### src/cache_ctrl_pkg.sv
package cache_ctrl_pkg;

	// miss controller states
	typedef enum logic [2:0] {
		IDLE       = 3'd0,
		IFETCH     = 3'd1,
		DFETCH     = 3'd2,
		DWRITEBACK = 3'd3
	} ctrl_state_t;

	// busy cycles per memory access
	localparam int MEM_LATENCY = 4;
	localparam int LAT_CNT_W   = $clog2(MEM_LATENCY + 1);
	localparam logic [LAT_CNT_W-1:0] LAT_LOAD = LAT_CNT_W'(MEM_LATENCY - 1);

	// power-up pattern, word address xor this
	localparam logic [15:0] MEM_INIT_XOR = 16'hA5C3;

endpackage

### src/cache_geom_pkg.sv
package cache_geom_pkg;

	// address and word sizes
	localparam int ADDR_W      = 16;
	localparam int WORD_W      = 16;
	localparam int LINE_WORDS  = 4;
	localparam int OFFSET_W    = $clog2(LINE_WORDS);
	localparam int LINE_W      = LINE_WORDS * WORD_W;
	localparam int LINE_ADDR_W = ADDR_W - OFFSET_W;

	// instruction cache, direct mapped
	localparam int I_INDEX_W = 6;
	localparam int I_TAG_W   = ADDR_W - I_INDEX_W - OFFSET_W;

	// data cache, two ways
	localparam int D_INDEX_W = 5;
	localparam int D_TAG_W   = ADDR_W - D_INDEX_W - OFFSET_W;
	localparam int D_WAYS    = 2;

	//////////////////////////////////////////////////////////////////////
	// line layouts, word 0 sits in the low bits
	//////////////////////////////////////////////////////////////////////

	typedef struct packed {
		logic                                   valid;
		logic [I_TAG_W-1:0]                     tag;
		logic [LINE_WORDS-1:0][WORD_W-1:0]      data;
	} i_line_t;

	typedef struct packed {
		logic                                   valid;
		logic                                   dirty;
		logic [D_TAG_W-1:0]                     tag;
		logic [LINE_WORDS-1:0][WORD_W-1:0]      data;
	} d_line_t;

endpackage

### src/mem_port_if.sv
interface mem_port_if;

	// controller side
	logic                                    m_re;
	logic                                    m_we;
	logic [cache_geom_pkg::LINE_ADDR_W-1:0]  m_addr;
	logic [cache_geom_pkg::LINE_W-1:0]       m_wr_data;

	// memory side
	logic [cache_geom_pkg::LINE_W-1:0]       m_rd_data;
	logic                                    m_rdy;

	modport ctrl (
		output m_re, m_we, m_addr, m_wr_data,
		input  m_rd_data, m_rdy
	);

	modport memory (
		input  m_re, m_we, m_addr, m_wr_data,
		output m_rd_data, m_rdy
	);

	modport monitor (
		input m_re, m_we, m_addr, m_wr_data, m_rd_data, m_rdy
	);

endinterface

### src/miss_controller.sv
module miss_controller (
	input  logic                                clk,
	input  logic                                rst,
	input  logic [cache_geom_pkg::ADDR_W-1:0]   i_addr,
	input  logic [cache_geom_pkg::ADDR_W-1:0]   i_d_addr,
	input  logic                                i_re,
	input  logic                                i_we,
	input  logic [cache_geom_pkg::WORD_W-1:0]   i_wrt_data,
	// lookup results
	input  logic                                i_i_hit,
	input  cache_geom_pkg::i_line_t             i_i_line,
	input  logic                                i_d_hit,
	input  logic                                i_d_hit_way,
	input  cache_geom_pkg::d_line_t             i_d_line0,
	input  cache_geom_pkg::d_line_t             i_d_line1,
	input  logic                                i_lru,
	// lookup writes
	output logic                                o_i_we,
	output cache_geom_pkg::i_line_t             o_i_wr_line,
	output logic                                o_d_we,
	output logic                                o_d_way,
	output cache_geom_pkg::d_line_t             o_d_wr_line,
	output logic                                o_lru_we,
	output logic                                o_lru_val,
	output logic                                o_ready,
	mem_port_if.ctrl                            mem
);

	cache_ctrl_pkg::ctrl_state_t state;
	cache_ctrl_pkg::ctrl_state_t next_state;

	logic                                    d_req;
	logic                                    victim_way;
	logic                                    victim_dirty;
	cache_geom_pkg::d_line_t                 victim_line;
	cache_geom_pkg::d_line_t                 hit_line;
	logic [cache_geom_pkg::LINE_ADDR_W-1:0]  i_line_addr;
	logic [cache_geom_pkg::LINE_ADDR_W-1:0]  d_line_addr;
	logic [cache_geom_pkg::LINE_ADDR_W-1:0]  victim_addr;
	logic [cache_geom_pkg::OFFSET_W-1:0]     d_word;

	assign d_req       = i_re || i_we;
	assign i_line_addr = i_addr[cache_geom_pkg::ADDR_W-1:cache_geom_pkg::OFFSET_W];
	assign d_line_addr = i_d_addr[cache_geom_pkg::ADDR_W-1:cache_geom_pkg::OFFSET_W];
	assign d_word      = i_d_addr[cache_geom_pkg::OFFSET_W-1:0];
	assign hit_line    = i_d_hit_way ? i_d_line1 : i_d_line0;

	// empty way first, otherwise the one not used last
	assign victim_way   = !i_d_line0.valid ? 1'b0 :
	                      !i_d_line1.valid ? 1'b1 : ~i_lru;
	assign victim_line  = victim_way ? i_d_line1 : i_d_line0;
	assign victim_dirty = victim_line.valid && victim_line.dirty;
	assign victim_addr  = {victim_line.tag,
		i_d_addr[cache_geom_pkg::OFFSET_W +: cache_geom_pkg::D_INDEX_W]};

	// ready only when nothing is outstanding
	assign o_ready = (state == cache_ctrl_pkg::IDLE) && i_i_hit && (!d_req || i_d_hit);

	always_ff @(posedge clk) begin
		if (rst) begin
			state <= cache_ctrl_pkg::IDLE;
		end else begin
			state <= next_state;
		end
	end

	//////////////////////////////////////////////////////////////////////
	// next state and strobes
	//////////////////////////////////////////////////////////////////////

	always_comb begin
		next_state    = state;
		o_i_we        = 1'b0;
		o_i_wr_line   = i_i_line;
		o_d_we        = 1'b0;
		o_d_way       = victim_way;
		o_d_wr_line   = victim_line;
		o_lru_we      = 1'b0;
		o_lru_val     = victim_way;
		mem.m_re      = 1'b0;
		mem.m_we      = 1'b0;
		mem.m_addr    = i_line_addr;
		mem.m_wr_data = victim_line.data;

		case (state)
			cache_ctrl_pkg::IDLE: begin
				if (!i_i_hit) begin
					// instruction miss goes first
					mem.m_re   = 1'b1;
					next_state = cache_ctrl_pkg::IFETCH;
				end else if (d_req) begin
					if (i_d_hit) begin
						o_lru_we  = 1'b1;
						o_lru_val = i_d_hit_way;
						if (i_we) begin
							// merge the word and mark dirty
							o_d_we                   = 1'b1;
							o_d_way                  = i_d_hit_way;
							o_d_wr_line              = hit_line;
							o_d_wr_line.dirty        = 1'b1;
							o_d_wr_line.data[d_word] = i_wrt_data;
						end
					end else if (victim_dirty) begin
						mem.m_we   = 1'b1;
						mem.m_addr = victim_addr;
						next_state = cache_ctrl_pkg::DWRITEBACK;
					end else begin
						mem.m_re   = 1'b1;
						mem.m_addr = d_line_addr;
						next_state = cache_ctrl_pkg::DFETCH;
					end
				end
			end

			cache_ctrl_pkg::IFETCH: begin
				if (!mem.m_rdy) begin
					mem.m_re = 1'b1;
				end else begin
					o_i_we            = 1'b1;
					o_i_wr_line.valid = 1'b1;
					o_i_wr_line.tag   = i_addr[cache_geom_pkg::ADDR_W-1 -: cache_geom_pkg::I_TAG_W];
					o_i_wr_line.data  = mem.m_rd_data;
					next_state        = cache_ctrl_pkg::IDLE;
				end
			end

			cache_ctrl_pkg::DWRITEBACK: begin
				if (!mem.m_rdy) begin
					mem.m_we   = 1'b1;
					mem.m_addr = victim_addr;
				end else begin
					// victim is out, start the refill right away
					mem.m_re   = 1'b1;
					mem.m_addr = d_line_addr;
					next_state = cache_ctrl_pkg::DFETCH;
				end
			end

			cache_ctrl_pkg::DFETCH: begin
				mem.m_addr = d_line_addr;
				if (!mem.m_rdy) begin
					mem.m_re = 1'b1;
				end else begin
					o_d_we            = 1'b1;
					o_d_wr_line.valid = 1'b1;
					o_d_wr_line.dirty = 1'b0;
					o_d_wr_line.tag   = i_d_addr[cache_geom_pkg::ADDR_W-1 -: cache_geom_pkg::D_TAG_W];
					o_d_wr_line.data  = mem.m_rd_data;
					// filled way becomes most recent
					o_lru_we          = 1'b1;
					next_state        = cache_ctrl_pkg::IDLE;
				end
			end

			default: begin
				next_state = cache_ctrl_pkg::IDLE;
			end
		endcase
	end

endmodule

### src/flat_wrapper.sv
// flat-port wrapper written by rule: the top's interface ports become plain ports
module miss_controller_flat 
  (clk, rst, i_addr, i_d_addr, i_re, i_we, i_wrt_data, i_i_hit, i_i_line, i_d_hit, i_d_hit_way, i_d_line0, i_d_line1, i_lru, o_i_we, o_i_wr_line, o_d_we, o_d_way, o_d_wr_line, o_lru_we, o_lru_val, o_ready, mem_m_re, mem_m_we, mem_m_addr, mem_m_wr_data, mem_m_rd_data, mem_m_rdy);
  mem_port_if mem_i ();
  input  logic clk;
  input  logic rst;
  input  logic [cache_geom_pkg::ADDR_W-1:0] i_addr;
  input  logic [cache_geom_pkg::ADDR_W-1:0] i_d_addr;
  input  logic i_re;
  input  logic i_we;
  input  logic [cache_geom_pkg::WORD_W-1:0] i_wrt_data;
  input  logic i_i_hit;
  input  cache_geom_pkg::i_line_t i_i_line;
  input  logic i_d_hit;
  input  logic i_d_hit_way;
  input  cache_geom_pkg::d_line_t i_d_line0;
  input  cache_geom_pkg::d_line_t i_d_line1;
  input  logic i_lru;
  output logic o_i_we;
  output cache_geom_pkg::i_line_t o_i_wr_line;
  output logic o_d_we;
  output logic o_d_way;
  output cache_geom_pkg::d_line_t o_d_wr_line;
  output logic o_lru_we;
  output logic o_lru_val;
  output logic o_ready;
  output wire logic [$bits(mem_i.m_re)-1:0] mem_m_re;
  output wire logic [$bits(mem_i.m_we)-1:0] mem_m_we;
  output wire logic [$bits(mem_i.m_addr)-1:0] mem_m_addr;
  output wire logic [$bits(mem_i.m_wr_data)-1:0] mem_m_wr_data;
  input wire logic [$bits(mem_i.m_rd_data)-1:0] mem_m_rd_data;
  input wire logic [$bits(mem_i.m_rdy)-1:0] mem_m_rdy;
  assign mem_m_re = mem_i.m_re;
  assign mem_m_we = mem_i.m_we;
  assign mem_m_addr = mem_i.m_addr;
  assign mem_m_wr_data = mem_i.m_wr_data;
  assign mem_i.m_rd_data = mem_m_rd_data;
  assign mem_i.m_rdy = mem_m_rdy;
  miss_controller u_core (.clk(clk), .rst(rst), .i_addr(i_addr), .i_d_addr(i_d_addr), .i_re(i_re), .i_we(i_we), .i_wrt_data(i_wrt_data), .i_i_hit(i_i_hit), .i_i_line(i_i_line), .i_d_hit(i_d_hit), .i_d_hit_way(i_d_hit_way), .i_d_line0(i_d_line0), .i_d_line1(i_d_line1), .i_lru(i_lru), .o_i_we(o_i_we), .o_i_wr_line(o_i_wr_line), .o_d_we(o_d_we), .o_d_way(o_d_way), .o_d_wr_line(o_d_wr_line), .o_lru_we(o_lru_we), .o_lru_val(o_lru_val), .o_ready(o_ready), .mem(mem_i));
endmodule
### config.mk
export PLATFORM = sky130hd
export DESIGN_NAME = miss_controller_flat
export DESIGN_NICKNAME = d
export VERILOG_FILES = /design/src/cache_ctrl_pkg.sv /design/src/cache_geom_pkg.sv /design/src/mem_port_if.sv /design/src/miss_controller.sv /design/src/flat_wrapper.sv
export SDC_FILE = /design/constraint.sdc
export NUM_CORES = 1
export LEC_CHECK = 0
export ABC_CLOCK_PERIOD_IN_PS = 4280
export BUFFER_PORTS_ARGS = -buffer_cell sky130_fd_sc_hd__buf_2
export CAP_MARGIN = 30
export CORE_AREA = 2 2 227 229
export CTS_CLUSTER_DIAMETER = 120
export DETAILED_ROUTE_END_ITERATION = 8
export DIE_AREA = 0 0 229 231
export SLEW_MARGIN = 0
export SYNTH_ARGS = -nofsm -noshare
export SYNTH_HDL_FRONTEND = slang
export SYNTH_SLANG_ARGS = --single-unit
### constraint.sdc
create_clock -name clk -period 4.28 [get_ports clk]
set_input_delay 0.214 -clock clk [delete_from_list [all_inputs] [get_ports clk]]
set_output_delay 0.214 -clock clk [all_outputs]
set_load 0.1 [all_outputs]
==> results_dict.tcl <==
set metrics [dict create \
    status "finished, final reports clean" \
    clock_sinks 2 \
    detail-route-antenna-nets 0 \
    vias 8353 \
    cp.arrival_ns 3.15 \
    final_cells 1952 \
    synth_fa_ha_area_frac 0.0118 \
    grt.overflow.total 0 \
    grt_usage 0.152 \
    path_max_fanout 29 \
    row_count 83 \
    die_height_um 231 \
    synth_compound_area_frac 0.336 \
    final_util 0.177 \
    wl_um 43100 \
    crit_path_end_kind "primary output" \
    die_area_um2 52900 \
    drive_above_1_share 0.591 \
    h-tree-depth 1 \
    post-cts-setup-buffers 0 \
    worst_pin_slew_ns 0.953 \
    place.gp.congestion 0.892 \
    async_flop_share 0 \
    final_nets 1618 \
    syn-cell-area_um2 5320 \
    largest_reg_flops 2 \
    maxCapViolCount 0 \
    synth_edf_count 0 \
    rsz0062_at_grt "false" \
    clkTransAtPathRegs_ns 0.03 \
    design.core.area_um2 50700 \
    setup_violations 0 \
    synth_top_family_by_area "multiplexers" \
    synth.net_count 1088 \
    drt_iter0_drc 519 \
    ys.flop_type "dfxtp_1" \
    hold_buffers 0 \
    top_regs "u_core.state x2" \
    grt_pass1_vias 7863 \
    finalMaxSlewViolations 0 \
    grt_pass1_wl_um 58300 \
    slew_headroom 0.361 \
    antenna_found_initial 14 \
    critPathTopFamily "buffers and inverters" \
    syn_area_per_cell_um2 7.20 \
    area_growth_syn_to_layout_pct 68.9 \
    via_per_inst 4.28 \
    power.switching_w 0.00397 \
    power_frac_seq 0.006 \
    avgRoutedWirePerCell_um 22.1 \
    path_cells "inv_1 -> ha_1 -> nand2_4 -> clkinv_1 -> mux2_2 -> buf_2" \
    fin_crit_sh 0.786 \
    slowest_delay_ns 0.89 \
    ys_ff_latch 2 \
    syn_inst 739 \
    synthMuxAreaShare 0.455 \
    clk_latency_ns 0.23 \
    netlist.area_leader.share 0.282 \
    power_density_nw_per_um2 548 \
    cp.required_ns 4.07 \
    hold_viol_final 0 \
    placed_cells 1944 \
    ctsResizeCount 0 \
    ys_warn_count 0 \
    cts-buffers-inserted 3 \
    ios 578 \
    cts_tree "built" \
    synthSimpleGateAreaFrac 0.109 \
    max-clock-path-buffers 2 \
    timing.fmax_mhz 297 \
    drc 0 \
    worstSetupPathType "flip-flop to primary output" \
    combPwrFrac 0.965 \
    grt_max_degree 72 \
    fin_crit_ns 3.36 \
    initial_core_util 0.105 \
    ys_types 48 \
    hpwl_um 36100 \
    largest_register "u_core.state" \
    synth_common_cells "o21ai_0 (134), mux2_2 (133), nand2_1 (106)" \
    crit_buf_inv 3 \
    port_buffers 575 \
    dr.pass1.iters 5 \
    finalSetupTns_ns 0 \
    power.leakage_nw 4.54 \
    yosysSeqAreaShare 0.00753 \
    yosys.area.top_type "mux2_2" \
    p_clk_frac 0.030 \
    die_w_um 229 \
    skew_ns 0.000844 \
    hold_path_class "input pin to flip-flop" \
    p_int_w 0.000952 \
    cpMaxStageDelayCell "clkinv_1" \
    peakVddDrop_mv 0.345 \
    swShare 0.807 \
    cts_root_buffer "clkbuf_16" \
    synthMostInstantiatedCell "o21ai_0" \
    synthTopCellsByArea "mux2_2 (28%), mux2i_1 (16%), o21ai_0 (13%), a22oi_1 (10%), nand2_1 (7.5%)" \
    start_kind "flip-flop" \
    synthXorXnorAreaFrac 0 \
]
cell usage in the layout (no fill, tap or decap), types with 3 or more instances in the layout:
cell,netlist,layout
a21oi_1,15,15
a22o_1,5,5
a22oi_1,72,72
buf_12,0,4
buf_2,31,574
buf_4,1,18
clkbuf_16,0,3
diode_2,0,5
ha_1,5,5
inv_1,10,10
mux2_2,133,133
mux2_4,3,3
mux2i_1,83,83
nand2_1,106,105
nand3_1,4,4
nor2_1,12,11
nor3_1,5,5
o2111ai_1,3,3
o211ai_1,11,11
o21ai_0,134,134
o21ai_1,20,20
o21bai_1,5,5
o221ai_1,4,4
or3_1,3,3
cells by family (layout without fill, tap and decap cells):
group / Yosys count / after routing
buf+inv: 83 / 611
other cells: 0 / 5
flops: 2 / 2
compound gates: 289 / 289
mux: 221 / 221
simple gates: 139 / 139
fa+ha+maj: 5 / 5
worst reg2reg max path: cells and delay by family (launching register included):
family | cells | cell delay (ns)
flip-flops | 1 | 0.33
adder cells (fa/ha/maj) | 1 | 0.47
buffers and inverters | 1 | 0.11
multiplexers | 1 | 0.37
AO/OA/AOI/OAI | 1 | 0.30
AND/OR/NAND/NOR | 2 | 0.25
stage by stage:
step | hold slack, ns | worst slack, ns | power (W) | area (um^2)
4_1_cts | 0.169 | 0.868 | 0.00496 | 8970
5_1_grt | 0.179 | 0.733 | 0.00510 | 8980
3_3_place_gp | 0.404 | 1.12 | 0.00480 | 8900
6_report | 0.171 | 0.916 | 0.00492 | 8990
2_1_floorplan | 0.283 | 0.653 | 0.00384 | 5320
3_5_place_dp | 0.406 | 1.11 | 0.00480 | 8900
power by group through the flow:
stage          Combinational, W  Sequential, W  Clock [W]
6_report                0.00475      0.0000271   0.000146
5_1_grt                 0.00491      0.0000282   0.000153
4_1_cts                 0.00478      0.0000273   0.000149
3_5_place_dp            0.00477      0.0000276          0
3_3_place_gp            0.00477      0.0000275          0
2_1_floorplan           0.00381      0.0000265          0
area by class of cell:
| type | count | area, um^2 |
|---|---|---|
| Fill cell | 5940 | 41700 |
| Multi-Input combinational cell | 654 | 4870 |
| Timing Repair Buffer | 596 | 3090 |
| Tap cell | 680 | 851 |
| Clock buffer | 3 | 75.1 |
| Inverter | 12 | 45.0 |
| Sequential cell | 2 | 40.0 |
| Antenna cell | 5 | 12.5 |
final timing paths:
kind | start | end | slack, ns | depth (start not counted)
worst min-delay path | rst | u_core.state[1] | 0.17 | 2
worst min register to register | u_core.state[1] | u_core.state[1] | 0.49 | 2
worst max-delay path | u_core.state[1] | o_i_wr_line[33] | 0.92 | 6
worst max register to register | u_core.state[0] | u_core.state[0] | 2.39 | 6
per-layer routing:
| layer | routed length, um | track usage |
|---|---|---|
| met3 | 3510 | 0.0279 |
| met2 | 21200 | 0.271 |
| met5 | 72 | 0 |
| met4 | 1470 | 0.0522 |
| met1 | 16900 | 0.182 |
Power figures use the tool's default switching activity.
